===== src/verilog/rename_pkg.sv =====
// widths and sizes shared by the rename core
// opcode and function-unit enums
// decoded instruction struct
`default_nettype none

package rename_pkg;

    localparam int DISP_WIDTH = 2;   // slots per cycle
    localparam int ARCH_REGS  = 32;
    localparam int ARCH_W     = 5;
    localparam int PHYS_REGS  = 64;
    localparam int PHYS_W     = 6;
    localparam int ROB_DEPTH  = 16;
    localparam int ROB_W      = 4;
    localparam int FREE_DEPTH = PHYS_REGS - ARCH_REGS;   // free list holds the extra tags
    localparam int FREE_W     = 5;
    localparam int CNT_W      = 2;   // free counts saturate at two

    localparam logic [CNT_W-1:0] CNT_SAT = CNT_W'(DISP_WIDTH);

    // rv32i major opcodes, subset only
    typedef enum logic [6:0] {
        OP     = 7'b0110011,
        OP_IMM = 7'b0010011,
        LOAD   = 7'b0000011,
        STORE  = 7'b0100011,
        BRANCH = 7'b1100011,
        LUI    = 7'b0110111
    } opcode_e;

    typedef enum logic [1:0] {
        FU_ALU,
        FU_MEM,
        FU_BR
    } fu_e;

    typedef struct packed {
        logic              has_dest;   // writes a register other than x0
        logic [ARCH_W-1:0] rd;
        logic [ARCH_W-1:0] rs1;
        logic [ARCH_W-1:0] rs2;
        fu_e               fu;
        logic              illegal;
    } decoded_t;

endpackage

`default_nettype wire

===== src/verilog/disp_if.sv =====
// rename_if: dispatch to map table and free list
// rob_if: dispatch allocation, wake and free strobes
`default_nettype none

interface rename_if;
    logic [rename_pkg::DISP_WIDTH-1:0][rename_pkg::ARCH_W-1:0] src1_arch;
    logic [rename_pkg::DISP_WIDTH-1:0][rename_pkg::ARCH_W-1:0] src2_arch;
    logic [rename_pkg::DISP_WIDTH-1:0][rename_pkg::ARCH_W-1:0] dest_arch;
    logic [rename_pkg::DISP_WIDTH-1:0]                         alloc;     // pops in slot order
    logic [rename_pkg::DISP_WIDTH-1:0][rename_pkg::PHYS_W-1:0] src1_tag;
    logic [rename_pkg::DISP_WIDTH-1:0][rename_pkg::PHYS_W-1:0] src2_tag;
    logic [rename_pkg::DISP_WIDTH-1:0]                         src1_rdy;
    logic [rename_pkg::DISP_WIDTH-1:0]                         src2_rdy;
    logic [rename_pkg::DISP_WIDTH-1:0][rename_pkg::PHYS_W-1:0] old_tag;
    logic [rename_pkg::DISP_WIDTH-1:0][rename_pkg::PHYS_W-1:0] new_tag;
    logic [rename_pkg::CNT_W-1:0]                              free_cnt;

    modport disp (output src1_arch, src2_arch, dest_arch, alloc,
                  input  src1_tag, src2_tag, src1_rdy, src2_rdy, old_tag, new_tag, free_cnt);
    modport ren  (input  src1_arch, src2_arch, dest_arch, alloc,
                  output src1_tag, src2_tag, src1_rdy, src2_rdy, old_tag, new_tag, free_cnt);
endinterface

interface rob_if;
    logic [rename_pkg::DISP_WIDTH-1:0]                         alloc_valid;
    logic [rename_pkg::DISP_WIDTH-1:0][rename_pkg::ARCH_W-1:0] dest_arch;
    logic [rename_pkg::DISP_WIDTH-1:0][rename_pkg::PHYS_W-1:0] new_tag;
    logic [rename_pkg::DISP_WIDTH-1:0][rename_pkg::PHYS_W-1:0] old_tag;
    logic [rename_pkg::DISP_WIDTH-1:0]                         has_dest;
    logic [rename_pkg::CNT_W-1:0]                              free_cnt;
    logic [rename_pkg::ROB_W-1:0]                              tail_idx;
    logic                                                      wake_valid;   // completion wakeup
    logic [rename_pkg::PHYS_W-1:0]                             wake_tag;
    logic                                                      free_valid;   // retired old tag
    logic [rename_pkg::PHYS_W-1:0]                             free_tag;

    modport disp (output alloc_valid, dest_arch, new_tag, old_tag, has_dest,
                  input  free_cnt, tail_idx);
    modport rob  (input  alloc_valid, dest_arch, new_tag, old_tag, has_dest,
                  output free_cnt, tail_idx, wake_valid, wake_tag, free_valid, free_tag);
    modport ren  (input  wake_valid, wake_tag, free_valid, free_tag);
endinterface

`default_nettype wire


===== src/verilog/rename_core.sv =====
// two-wide rename and dispatch core, top level
// dispatch stage, rename unit and reorder buffer
`default_nettype none

module rename_core (
    input  wire                                                          clock,
    input  wire                                                          reset_i,
    input  wire  [rename_pkg::DISP_WIDTH-1:0]                            inst_valid_i,
    input  wire  [rename_pkg::DISP_WIDTH-1:0][31:0]                      inst_i,
    input  wire  [rename_pkg::CNT_W-1:0]                                 rs_free_i,
    input  wire                                                          complete_valid_i,
    input  wire  [rename_pkg::ROB_W-1:0]                                 complete_idx_i,
    output logic [rename_pkg::CNT_W-1:0]                                 accept_cnt_o,
    output logic [rename_pkg::DISP_WIDTH-1:0]                            disp_valid_o,
    output logic [rename_pkg::DISP_WIDTH-1:0][rename_pkg::ROB_W-1:0]     disp_rob_idx_o,
    output logic [rename_pkg::DISP_WIDTH-1:0][rename_pkg::PHYS_W-1:0]    disp_dest_tag_o,
    output logic [rename_pkg::DISP_WIDTH-1:0][rename_pkg::PHYS_W-1:0]    disp_src1_tag_o,
    output logic [rename_pkg::DISP_WIDTH-1:0][rename_pkg::PHYS_W-1:0]    disp_src2_tag_o,
    output logic [rename_pkg::DISP_WIDTH-1:0]                            disp_src1_rdy_o,
    output logic [rename_pkg::DISP_WIDTH-1:0]                            disp_src2_rdy_o,
    output rename_pkg::fu_e [rename_pkg::DISP_WIDTH-1:0]                 disp_fu_o,
    output logic [rename_pkg::DISP_WIDTH-1:0]                            disp_illegal_o,
    output logic                                                         retire_valid_o,
    output logic [rename_pkg::ARCH_W-1:0]                                retire_arch_o,
    output logic [rename_pkg::PHYS_W-1:0]                                retire_tag_o
);

    rename_if ren_bus ();
    rob_if    rob_bus ();

    dispatch_stage u_disp (
        .inst_valid_i    (inst_valid_i),
        .inst_i          (inst_i),
        .rs_free_i       (rs_free_i),
        .ren             (ren_bus.disp),
        .rob             (rob_bus.disp),
        .accept_cnt_o    (accept_cnt_o),
        .disp_valid_o    (disp_valid_o),
        .disp_rob_idx_o  (disp_rob_idx_o),
        .disp_dest_tag_o (disp_dest_tag_o),
        .disp_src1_tag_o (disp_src1_tag_o),
        .disp_src2_tag_o (disp_src2_tag_o),
        .disp_src1_rdy_o (disp_src1_rdy_o),
        .disp_src2_rdy_o (disp_src2_rdy_o),
        .disp_fu_o       (disp_fu_o),
        .disp_illegal_o  (disp_illegal_o)
    );

    rename_unit u_ren (
        .clock   (clock),
        .reset_i (reset_i),
        .ren     (ren_bus.ren),
        .rob     (rob_bus.ren)
    );

    rob u_rob (
        .clock            (clock),
        .reset_i          (reset_i),
        .rob              (rob_bus.rob),
        .complete_valid_i (complete_valid_i),
        .complete_idx_i   (complete_idx_i),
        .retire_valid_o   (retire_valid_o),
        .retire_arch_o    (retire_arch_o),
        .retire_tag_o     (retire_tag_o)
    );

endmodule

`default_nettype wire


===== src/verilog/rob.sv =====
// 16-entry reorder buffer
// allocation at tail, completion by index, in-order retire at head
`default_nettype none

module rob (
    input  wire                             clock,
    input  wire                             reset_i,
    rob_if.rob                              rob,
    input  wire                             complete_valid_i,
    input  wire [rename_pkg::ROB_W-1:0]     complete_idx_i,
    output logic                            retire_valid_o,
    output logic [rename_pkg::ARCH_W-1:0]   retire_arch_o,
    output logic [rename_pkg::PHYS_W-1:0]   retire_tag_o
);

    // entry payload
    logic [rename_pkg::ARCH_W-1:0] e_arch [rename_pkg::ROB_DEPTH];
    logic [rename_pkg::PHYS_W-1:0] e_new  [rename_pkg::ROB_DEPTH];
    logic [rename_pkg::PHYS_W-1:0] e_old  [rename_pkg::ROB_DEPTH];
    logic [rename_pkg::ROB_DEPTH-1:0] e_dest;
    logic [rename_pkg::ROB_DEPTH-1:0] e_done;

    logic [rename_pkg::ROB_W-1:0] head;
    logic [rename_pkg::ROB_W-1:0] tail;
    logic [rename_pkg::ROB_W:0]   count;
    logic [rename_pkg::ROB_W:0]   n_free;
    logic [rename_pkg::ROB_W:0]   n_alloc;

    assign n_free  = (rename_pkg::ROB_W + 1)'(rename_pkg::ROB_DEPTH) - count;
    assign n_alloc = (rename_pkg::ROB_W + 1)'(rob.alloc_valid[0])
                   + (rename_pkg::ROB_W + 1)'(rob.alloc_valid[1]);

    assign rob.free_cnt = (n_free >= (rename_pkg::ROB_W + 1)'(rename_pkg::CNT_SAT)) ?
                          rename_pkg::CNT_SAT : n_free[rename_pkg::CNT_W-1:0];
    assign rob.tail_idx = tail;

    // wakeup at the completion edge
    assign rob.wake_valid = complete_valid_i && e_dest[complete_idx_i];
    assign rob.wake_tag   = e_new[complete_idx_i];

    assign retire_valid_o = (count != '0) && e_done[head];
    assign retire_arch_o  = e_arch[head];
    assign retire_tag_o   = e_new[head];
    assign rob.free_valid = retire_valid_o && e_dest[head];   // told back to free list
    assign rob.free_tag   = e_old[head];

    always_ff @(posedge clock) begin
        if (reset_i) begin
            head   <= '0;
            tail   <= '0;
            count  <= '0;
            e_done <= '0;
        end else begin
            for (int i = 0; i < rename_pkg::DISP_WIDTH; i++) begin
                if (rob.alloc_valid[i]) begin
                    e_arch[tail + (rename_pkg::ROB_W)'(i)] <= rob.dest_arch[i];
                    e_new[tail + (rename_pkg::ROB_W)'(i)]  <= rob.new_tag[i];
                    e_old[tail + (rename_pkg::ROB_W)'(i)]  <= rob.old_tag[i];
                    e_dest[tail + (rename_pkg::ROB_W)'(i)] <= rob.has_dest[i];
                    e_done[tail + (rename_pkg::ROB_W)'(i)] <= 1'b0;
                end
            end
            if (complete_valid_i) e_done[complete_idx_i] <= 1'b1;
            tail  <= tail + n_alloc[rename_pkg::ROB_W-1:0];
            head  <= head + (rename_pkg::ROB_W)'(retire_valid_o);
            count <= count + n_alloc - (rename_pkg::ROB_W + 1)'(retire_valid_o);
        end
    end

endmodule

`default_nettype wire


===== src/verilog/dispatch_stage.sv =====
// decode, dispatch count and same-group bypass
// forms the reservation-station packet and rob allocation
`default_nettype none

module dispatch_stage (
    input  wire [rename_pkg::DISP_WIDTH-1:0]                             inst_valid_i,
    input  wire [rename_pkg::DISP_WIDTH-1:0][31:0]                       inst_i,
    input  wire [rename_pkg::CNT_W-1:0]                                  rs_free_i,
    rename_if.disp                                                       ren,
    rob_if.disp                                                          rob,
    output logic [rename_pkg::CNT_W-1:0]                                 accept_cnt_o,
    output logic [rename_pkg::DISP_WIDTH-1:0]                            disp_valid_o,
    output logic [rename_pkg::DISP_WIDTH-1:0][rename_pkg::ROB_W-1:0]     disp_rob_idx_o,
    output logic [rename_pkg::DISP_WIDTH-1:0][rename_pkg::PHYS_W-1:0]    disp_dest_tag_o,
    output logic [rename_pkg::DISP_WIDTH-1:0][rename_pkg::PHYS_W-1:0]    disp_src1_tag_o,
    output logic [rename_pkg::DISP_WIDTH-1:0][rename_pkg::PHYS_W-1:0]    disp_src2_tag_o,
    output logic [rename_pkg::DISP_WIDTH-1:0]                            disp_src1_rdy_o,
    output logic [rename_pkg::DISP_WIDTH-1:0]                            disp_src2_rdy_o,
    output rename_pkg::fu_e [rename_pkg::DISP_WIDTH-1:0]                 disp_fu_o,
    output logic [rename_pkg::DISP_WIDTH-1:0]                            disp_illegal_o
);

    rename_pkg::decoded_t             dec [rename_pkg::DISP_WIDTH];
    logic [rename_pkg::CNT_W-1:0]      disp_n;
    logic [rename_pkg::DISP_WIDTH-1:0] alloc;

    for (genvar i = 0; i < rename_pkg::DISP_WIDTH; i++) begin : gen_dec
        decoder u_dec (
            .inst_i (inst_i[i]),
            .dec_o  (dec[i])
        );
    end

    // =========================================================================
    // dispatch count, min of width, rs, rob and free regs
    // =========================================================================
    always_comb begin
        disp_n = rename_pkg::CNT_SAT;
        if (rs_free_i < disp_n)    disp_n = rs_free_i;
        if (rob.free_cnt < disp_n) disp_n = rob.free_cnt;
        if (ren.free_cnt < disp_n) disp_n = ren.free_cnt;
    end

    always_comb begin
        accept_cnt_o = '0;
        for (int i = 0; i < rename_pkg::DISP_WIDTH; i++) begin
            disp_valid_o[i]  = inst_valid_i[i] && (i < disp_n);
            alloc[i]         = disp_valid_o[i] && dec[i].has_dest;   // only real destinations pop
            accept_cnt_o     = accept_cnt_o + (rename_pkg::CNT_W)'(disp_valid_o[i]);
            ren.src1_arch[i] = dec[i].rs1;
            ren.src2_arch[i] = dec[i].rs2;
            ren.dest_arch[i] = dec[i].rd;
            disp_fu_o[i]     = dec[i].fu;
            disp_illegal_o[i] = dec[i].illegal;
            disp_rob_idx_o[i] = rob.tail_idx + (rename_pkg::ROB_W)'(i);   // wraps at 16
        end
        ren.alloc = alloc;
    end

    // =========================================================================
    // tags back from rename, bypass for slot 1
    // =========================================================================
    always_comb begin
        for (int i = 0; i < rename_pkg::DISP_WIDTH; i++) begin
            disp_src1_tag_o[i] = ren.src1_tag[i];
            disp_src2_tag_o[i] = ren.src2_tag[i];
            disp_src1_rdy_o[i] = ren.src1_rdy[i];
            disp_src2_rdy_o[i] = ren.src2_rdy[i];
            disp_dest_tag_o[i] = alloc[i] ? ren.new_tag[i] : '0;
            rob.old_tag[i]     = ren.old_tag[i];
        end
        // slot 0 rd not yet in the map table
        if (alloc[0] && (dec[0].rd == dec[1].rs1)) begin
            disp_src1_tag_o[1] = ren.new_tag[0];
            disp_src1_rdy_o[1] = 1'b0;
        end
        if (alloc[0] && (dec[0].rd == dec[1].rs2)) begin
            disp_src2_tag_o[1] = ren.new_tag[0];
            disp_src2_rdy_o[1] = 1'b0;
        end
        if (alloc[0] && (dec[0].rd == dec[1].rd)) rob.old_tag[1] = ren.new_tag[0];   // waw in group
    end

    assign rob.alloc_valid = disp_valid_o;
    assign rob.new_tag     = ren.new_tag;
    assign rob.dest_arch   = {dec[1].rd, dec[0].rd};
    assign rob.has_dest    = {dec[1].has_dest, dec[0].has_dest};

endmodule

`default_nettype wire


===== src/verilog/rename_unit.sv =====
// map table, physical ready bits and circular free list
// combinational lookups, updates at the clock edge
`default_nettype none

module rename_unit (
    input wire    clock,
    input wire    reset_i,
    rename_if.ren ren,
    rob_if.ren    rob
);

    logic [rename_pkg::PHYS_W-1:0] map_table [rename_pkg::ARCH_REGS];
    logic [rename_pkg::PHYS_REGS-1:0] ready;
    logic [rename_pkg::PHYS_W-1:0] free_list [rename_pkg::FREE_DEPTH];
    logic [rename_pkg::FREE_W-1:0] head;
    logic [rename_pkg::FREE_W-1:0] head_p1;
    logic [rename_pkg::FREE_W-1:0] tail;
    logic [rename_pkg::FREE_W:0]   count;     // 0 to 32 entries
    logic [rename_pkg::CNT_W-1:0]  n_alloc;

    // =========================================================================
    // lookups
    // =========================================================================
    always_comb begin
        for (int i = 0; i < rename_pkg::DISP_WIDTH; i++) begin
            ren.src1_tag[i] = map_table[ren.src1_arch[i]];
            ren.src2_tag[i] = map_table[ren.src2_arch[i]];
            ren.src1_rdy[i] = ready[map_table[ren.src1_arch[i]]];
            ren.src2_rdy[i] = ready[map_table[ren.src2_arch[i]]];
            ren.old_tag[i]  = map_table[ren.dest_arch[i]];   // told
        end
    end

    assign head_p1 = head + 1'b1;
    // slot 1 takes the head when slot 0 has no destination
    assign ren.new_tag  = {ren.alloc[0] ? free_list[head_p1] : free_list[head], free_list[head]};
    assign ren.free_cnt = (count >= (rename_pkg::FREE_W + 1)'(rename_pkg::CNT_SAT)) ?
                          rename_pkg::CNT_SAT : count[rename_pkg::CNT_W-1:0];
    assign n_alloc      = (rename_pkg::CNT_W)'(ren.alloc[0]) + (rename_pkg::CNT_W)'(ren.alloc[1]);

    // =========================================================================
    // state update
    // =========================================================================
    always_ff @(posedge clock) begin
        if (reset_i) begin
            for (int i = 0; i < rename_pkg::ARCH_REGS; i++) begin
                map_table[i] <= (rename_pkg::PHYS_W)'(i);   // identity map
            end
            for (int i = 0; i < rename_pkg::FREE_DEPTH; i++) begin
                free_list[i] <= (rename_pkg::PHYS_W)'(rename_pkg::ARCH_REGS + i);
            end
            ready <= '1;
            head  <= '0;
            tail  <= '0;
            count <= (rename_pkg::FREE_W + 1)'(rename_pkg::FREE_DEPTH);
        end else begin
            // later slot wins on the same rd
            for (int i = 0; i < rename_pkg::DISP_WIDTH; i++) begin
                if (ren.alloc[i]) begin
                    map_table[ren.dest_arch[i]] <= ren.new_tag[i];
                    ready[ren.new_tag[i]]       <= 1'b0;
                end
            end
            if (rob.wake_valid) ready[rob.wake_tag] <= 1'b1;
            if (rob.free_valid) begin
                free_list[tail] <= rob.free_tag;   // push at tail
                tail            <= tail + 1'b1;
            end
            head  <= head + (rename_pkg::FREE_W)'(n_alloc);
            count <= count + (rename_pkg::FREE_W + 1)'(rob.free_valid)
                           - (rename_pkg::FREE_W + 1)'(n_alloc);
        end
    end

endmodule

`default_nettype wire


===== src/verilog/decoder.sv =====
// single-slot decoder for the rv32i subset
// register fields, destination flag, unit select, illegal flag
`default_nettype none

module decoder (
    input  wire [31:0]          inst_i,
    output rename_pkg::decoded_t dec_o
);

    rename_pkg::opcode_e opcode;

    assign opcode = rename_pkg::opcode_e'(inst_i[6:0]);

    always_comb begin
        dec_o          = '0;
        dec_o.rd       = inst_i[11:7];
        dec_o.rs1      = inst_i[19:15];
        dec_o.rs2      = inst_i[24:20];
        dec_o.fu       = rename_pkg::FU_ALU;
        dec_o.illegal  = 1'b0;
        dec_o.has_dest = 1'b0;

        case (opcode)
            rename_pkg::OP: begin
                dec_o.has_dest = (inst_i[11:7] != '0);   // x0 writes dropped
            end
            rename_pkg::OP_IMM: begin
                dec_o.rs2      = '0;   // immediate in place of rs2
                dec_o.has_dest = (inst_i[11:7] != '0);
            end
            rename_pkg::LOAD: begin
                dec_o.rs2      = '0;
                dec_o.fu       = rename_pkg::FU_MEM;
                dec_o.has_dest = (inst_i[11:7] != '0);
            end
            rename_pkg::STORE: begin
                dec_o.fu = rename_pkg::FU_MEM;   // rs2 is store data
            end
            rename_pkg::BRANCH: begin
                dec_o.fu = rename_pkg::FU_BR;
            end
            rename_pkg::LUI: begin
                dec_o.rs1      = '0;   // no register sources
                dec_o.rs2      = '0;
                dec_o.has_dest = (inst_i[11:7] != '0);
            end
            default: begin
                // unknown opcode, read x0 only
                dec_o.rs1     = '0;
                dec_o.rs2     = '0;
                dec_o.illegal = 1'b1;
            end
        endcase
    end

endmodule

`default_nettype wire


===== config.mk =====
export PLATFORM = sky130hd
export DESIGN_NAME = rename_core
export DESIGN_NICKNAME = d
export VERILOG_FILES = /design/src/verilog/rename_pkg.sv /design/src/verilog/disp_if.sv /design/src/verilog/rename_core.sv /design/src/verilog/rob.sv /design/src/verilog/dispatch_stage.sv /design/src/verilog/rename_unit.sv /design/src/verilog/decoder.sv
export SDC_FILE = /design/constraint.sdc
export NUM_CORES = 2
export LEC_CHECK = 0
export BUFFER_PORTS_ARGS = -buffer_cell sky130_fd_sc_hd__buf_4
export CORE_MARGIN = 5
export CORE_UTILIZATION = 35
export CTS_CLUSTER_DIAMETER = 40
export DETAILED_ROUTE_END_ITERATION = 10
export GPL_ROUTABILITY_DRIVEN = 0
export PLACE_DENSITY = 0.6
export SYNTH_ARGS = -nofsm -noshare
export SYNTH_HDL_FRONTEND = slang
export SYNTH_HIERARCHICAL = 1
export SYNTH_SLANG_ARGS = --single-unit

===== constraint.sdc =====
create_clock -name clock -period 6.17 [get_ports clock]
set_input_delay 0 -clock clock [delete_from_list [all_inputs] [get_ports clock]]
set_output_delay 0 -clock clock [all_outputs]
set_load 0.01 [all_outputs]

# --- Word level (Yosys, flattened, before mapping) ---
# Memories as Yosys holds them, arrays and structs flattened. A register that Yosys moved wholly into a read port is not among the register bits.
# Cells that the tools add are included.
op_classes:
  reduce_logical: 32
  addsub: 14
  n_lt_le_gt_ge: 24
  n_bitwise: 10
  n_eq_ne: 15
  n_mux: 94
op_table:
  columns: ["op", "count"]
  rows:
  - ["$mux W64", 5]
  - ["$and A64 B64 Y64", 2]
  - ["$mux W16", 8]
  - ["$not A64 Y64", 2]
  - ["$or A64 B64 Y64", 1]
  - ["$mux W6", 9]
  - ["$lt A6 B7 Y1 const B", 7]
  - ["$eq A7 B6 Y1 const B", 6]
  - ["$mux W5", 8]
  - ["$mux W1", 39]
  - ["$and A16 B16 Y16", 2]
  - ["$bwmux W16", 2]
  - ["$not A16 Y16", 2]
  - ["$reduce_or A6 Y1", 5]
  - ["$bmux W1 S6", 4]
  - ["$lt A4 B5 Y1 const B", 4]
  - ["$demux W1 S6", 3]
  - ["$ge A6 B1 Y1 const B", 3]
  - ["$logic_and A1 B1 Y1", 16]
  - ["$or A16 B16 Y16", 1]
  - ["$eq A5 B5 Y1", 3]
  - ["$reduce_bool A5 Y1", 3]
  - ["$eq A7 B2 Y1 const B", 2]
  - ["$eq A7 B5 Y1 const B", 2]
  - ["other kinds (27)", 50]
totals:
  reg_bits: 125
  ram_bits: 656
  inputBits: 75
  memories: 5
mem_list:
  columns: ["name", "depth", "width", "rd", "rd_ports_with_merged_regs", "wr", "line_no", "text"]
  rows:
  - ["u_ren.free_list", 32, 6, 2, 1, 32, "rename_unit.sv:14", "logic [rename_pkg::PHYS_W-1:0] free_list [rename_pkg::FREE_DEPTH];"]
  - ["u_ren.map_table", 32, 6, 6, 0, 32, "rename_unit.sv:12", "logic [rename_pkg::PHYS_W-1:0] map_table [rename_pkg::ARCH_REGS];"]
  - ["u_rob.e_new", 16, 6, 2, 1, 2, "rob.sv:18", "logic [rename_pkg::PHYS_W-1:0] e_new [rename_pkg::ROB_DEPTH];"]
  - ["u_rob.e_old", 16, 6, 1, 1, 2, "rob.sv:19", "logic [rename_pkg::PHYS_W-1:0] e_old [rename_pkg::ROB_DEPTH];"]
  - ["u_rob.e_arch", 16, 5, 1, 1, 2, "rob.sv:17", "logic [rename_pkg::ARCH_W-1:0] e_arch [rename_pkg::ROB_DEPTH];"]

# --- Longest topological paths before layout ---
logic_depth:
  ltp_word: 21
  ltp_mapped: 23
  depth_no_buf: 23

# --- Cells and area by module ---
# Netlist, hierarchy kept.
modules_own_cells:
  columns: ["module", "n_inst", "area_per_inst_um2", "cells_per_inst", "seq_area_each_um2"]
  rows:
  - ["rename_unit", 1, 35703.0, 3005, 13132.6]
  - ["rob", 1, 17237.8, 1075, 9228.9]
  - ["dispatch_stage", 1, 1062.3, 125, 0.0]
  - ["decoder", 2, 206.4, 31, 0.0]

# --- Worst setup path after synthesis ---
# OpenSTA, ideal clock, no wires.
synth_path:
  path_type: "register to register"
  startpoint: "register u_rob/count[3] (netlist bit)"
  endpoint: "memory u_rob/e_arch[15][0] (netlist bit), enable pin"
  setup_time_ns: 0.412
  arrival_time_ns: 4.041
  stages_incl_launch_ff: 15
  path_buffers: 2
  synth_period_minus_slack_ns: 4.453
  t_required_ns: 5.758
  path_slack_ns: 1.717
  cell_sequence: "dfxtp_1 -> inv_1 -> ha_1 -> and2_1 -> ha_1 -> nand3_1 -> ha_1 -> ha_1 -> a31oi_1 -> a21boi_0 -> buf_4 -> mux2_2 -> nand2_1 -> clkbuf_1 -> nor3_1"
synth_rtl:
  columns: ["item", "line_no", "text"]
  rows:
  - ["from (decl)", "rob.sv:25", "logic [rename_pkg::ROB_W:0] count;"]
  - ["from (signal assigned)", "rob.sv:66", "count <= count + n_alloc - (rename_pkg::ROB_W + 1)'(retire_valid_o);"]
  - ["to (decl)", "rob.sv:17", null]

==> metrics.md <==
| Metric | Value |
|---|---|
| Outcome | finished clean |
| Routed Antenna Nets | 0 |
| Cell variety after synth | about 90 |
| WP buf/inv | 4 |
| Cell area after layout | between 0.06 and 0.07 sq mm |
| Top cell type's share of synthesized area | 0.3708 |
| Port Buffers | roughly 120 |
| Hpwl dp | roughly 130000 um |
| TritonCTS clock tree | done |
| HP Class | input pin to flip-flop |
| Drt wl/cell | ~31 um |
| Share of layout cells above drive strength 1 | 0.3247 |
| Setup TNS | 0 ns |
| Synth Register Bits | ~780 |
| Min-delay src | complete_idx_i[1] |
| Setup Fix Bufs, Post-CTS | 0 |
| Sequential area share after synthesis | 0.4109 |
| Num ports | between 100 and 150 |
| Setup CP Type | input pin to primary output |
| Post-synth ARST share | 0 |
| Clk network pwr share | 0.447 |
| CP peak stage delay | ~0.90 ns |
| CP Capture Type | primary output |
| Most common cell in the netlist | edfxtp_1 |
| CP cell instances | dlygate4sd3_1, buf_4, a21oi_2, and2_2, mux4_2, o2111a_1, a41oi_1, nand3_1, buf_4, mux2i_1, mux2i_1, a22oi_1, and4b_1, nor3_1, buf_4 |
| Site Rows | 144 |
| Synth warnings | 6 |
| Htree depth | 3 |
| Fillers | 14407 |
| Largest area contributor in the netlist | edfxtp_1 |
| Pin count of the biggest net entering global routing | 99 |
| Area Growth Syn to Fin | 12.10% |
| RSZ-0062 raised after global routing | no |
| Hold Path Cell Cnt | 4 |
| CP delay by family, top | compound AO/OA/AOI/OAI gates |
| Ys flop type | edfxtp_1 |
| Sequential power share | 0.406 |
| Post-layout min period | between 5 and 6 ns |
| Cell depth of the worst flop-to-flop path | 13 |
| Hold path endpoint | u_rob/e_done[11] |
| Leakage power | 18.41 nW |
| Core area | between 0.15 and 0.2 sq mm |
| Die area | about 0.16 sq mm |
| First-pass GRT wire length | between 200000 and 300000 um |
| EDFF count, synth | between 600 and 700 |
| DR vias | between 40000 and 50000 |
| Switch share | 0.2739 |
| GRT overflow | 0 |
| Syn Area/Cell | roughly 13 sq um |
| Sw power | slightly above 0.004 W |
| All-Layer GR Usage | 0.2350 |
| Pwr/cell area | roughly 240 mW/mm^2 |
| Endpoints failing hold | 0 |
| Placed cell areas | 0.05690 sq mm |
| Max-Cap Viols | 0 |
| Critical path's slowest cell | and2_2 |
| Die Wd | around 400 um |
| Max VDD drop | roughly 0.25 mV |
| R2r endpoint | u_rob/e_new[1][0] |
| CP arrival | between 5 and 6 ns |
| R2R setup slack | roughly 1.3 ns |
| Tightest Pin Transition | approximately 1.2 ns |
| Worst Skew | slightly below 0.05 ns |
| Normalized max-slew margin | 0.1666 |
| Root buffer cell | clkbuf_16 |
| Total length of routed wires | 199100 um |
| Internal power | between 0.01 and 0.015 W |
| Clock Latency Late Sink | between 0.7 and 0.8 ns |
| Comb power frac | 0.148 |
| Post-route DRC | 0 |
| Fin nets | around 4300 |
| TritonCTS buffer count | about 110 |
| Vias in the first global route | 40707 |
| Reg clk slew, reported paths | around 0.050 ns |
| Final Setup Violations | 0 |
| Worst R2R Start | u_rob/count[0] |
| Top cells by instance count after synthesis | 672 x edfxtp_1, 539 x mux4_2, 277 x nand2_1 |
| Drt via density | approximately 6.7 |
| CP dominant cell by count | buf_4 |
| F_max | about 180 MHz |
| CTS Sinks | slightly below 800 |
| Crit Path Max Fanout | 26 |
| Max-slew violations | 0 |
| Initial core utilization | 0.3524 |
| Final period util | 0.8942 |
| Post-Syn Area | 0.05442 sq mm |
| Crit path required time | between 6 and 7 ns |
| Net Count, Synth | 4386 |
| Initial DRC count | about 6600 |
| Cells after Synth | 4267 |
| Initial antenna violation count | 13 |
| Clock Path Buffers | 3 |
| Top post-synthesis cells by area | edfxtp_1 37%, mux4_2 22%, mux2_2 5.2%, dfxtp_1 4.0%, a22oi_1 2.5% |
| Die height | 404.3 um |
| 1st-pass router iterations | 9 |
| Setup crit start kind | input pin |
-- cell usage in the layout (no fill, tap or decap), drive strengths merged, types with 40 or more instances in the layout --
master and instances:
a21oi 111, a22oi 181, and2 91, buf 244, clkbuf 127, clkinv 48
dfxtp 109, edfxtp 672, ha 40, inv 90, mux2 354, mux2i 144
mux4 539, nand2 292, nand3 42, nor2 193, nor3 102, o211ai 78
o21ai 55, o221ai 64, o22ai 127, o31ai 73, or3 96
-- timing repair --
| item | CTS | global route |
|---|---|---|
| hold endpoints to repair | 99 | 0 |
| gates resized for setup | 0 | 0 |
| hold buffers | 16 | 0 |
-- stage by stage --
stage,total power [W],instances,utilization,setup WS [ns],hold slack [ns]
after floorplan,0.007598,4267,-,1.717,0.05069
after global routing,0.01538,6316,0.3950,0.4011,0.07508
after global placement,0.008254,6086,0.3685,1.160,0.2760
after detailed placement,0.008299,6086,0.3685,1.110,0.2764
after CTS,0.01495,6316,0.3950,0.7896,0.008800
final,0.01489,6321,0.3951,0.6531,0.07894
-- worst min-delay path, cell delays in order --
cell and delay [ns]:
buf_4 0.28, and3_1 0.30, nand2_1 0.07, a21oi_1 0.06
-- kinds of logic (layout without fill, tap and decap cells) --
family,Yosys count,after routing,share of synthesized area
xor+xnor,37,37,0.005955
other cells,0,5,0
mux,1037,1037,0.3249
simple gates,1022,1022,0.09791
compound gates,799,799,0.1031
fa+ha+maj,44,44,0.01067
flops,781,781,0.4109
buf+inv,547,552,0.04647
-- metal layers --
| metal | track usage | up-vias | wire length, um |
|---|---|---|---|
| met1 | 0.3114 | 21436 | 74060 |
| met4 | 0.09687 | 6 | 9174 |
| li1 | - | 17111 | - |
| met5 | 0.0005848 | - | 114 |
| met3 | 0.07544 | 577 | 27400 |
| met2 | 0.3572 | 3244 | 88330 |
-- power by group through the flow --
stage               combinational, W  clock (W)  sequential [W]
floorplan                    0.00153          0         0.00607
global placement             0.00212          0         0.00614
detailed placement           0.00216          0         0.00614
CTS                          0.00217    0.00674         0.00604
global route                 0.00234    0.00699         0.00605
finish                       0.00220    0.00665         0.00604
-- flip-flops by register name, indices dropped and copies added, names as in the netlist --
| register | flops |
|---|---|
| u_ren/count | 6 |
| u_ren/ready | 64 |
| u_rob/count | 5 |
| u_ren/tail | 5 |
| u_rob/rob.tail_idx | 4 |
| u_rob/e_old | 96 |
| u_rob/e_new | 96 |
| u_ren/map_table | 192 |
| u_ren/free_list | 192 |
| u_rob/e_dest | 16 |
| u_ren/head | 5 |
| u_rob/e_done | 16 |
| u_rob/head | 4 |
| u_rob/e_arch | 80 |
-- worst max path at each step --
stage              startpoint  depth (start not counted)             endpoint
2_1_floorplan  u_rob/count[3]                         14  u_rob/e_arch[15][0]
3_3_place_gp        inst_i[2]                         15   disp_src1_rdy_o[0]
3_5_place_dp        inst_i[2]                         15   disp_src1_rdy_o[0]
4_1_cts             inst_i[6]                         15   disp_src1_rdy_o[0]
5_1_grt             inst_i[6]                         15   disp_src1_rdy_o[0]
6_report            inst_i[6]                         15   disp_src1_rdy_o[0]
-- layout make-up --
class,count,area (sq um),area share
inverters,78,292.8,0.004800
well taps,2044,2557,0.04192
repair buffers,260,2071,0.03395
diodes,5,12.51,0.0002051
clock inverters,87,1018,0.01670
clock buffers,127,2912,0.04773
multi-input cells,2939,29760,0.4879
flip-flops and latches,781,22380,0.3668
No activity file was read; power rests on OpenSTA's default activity.
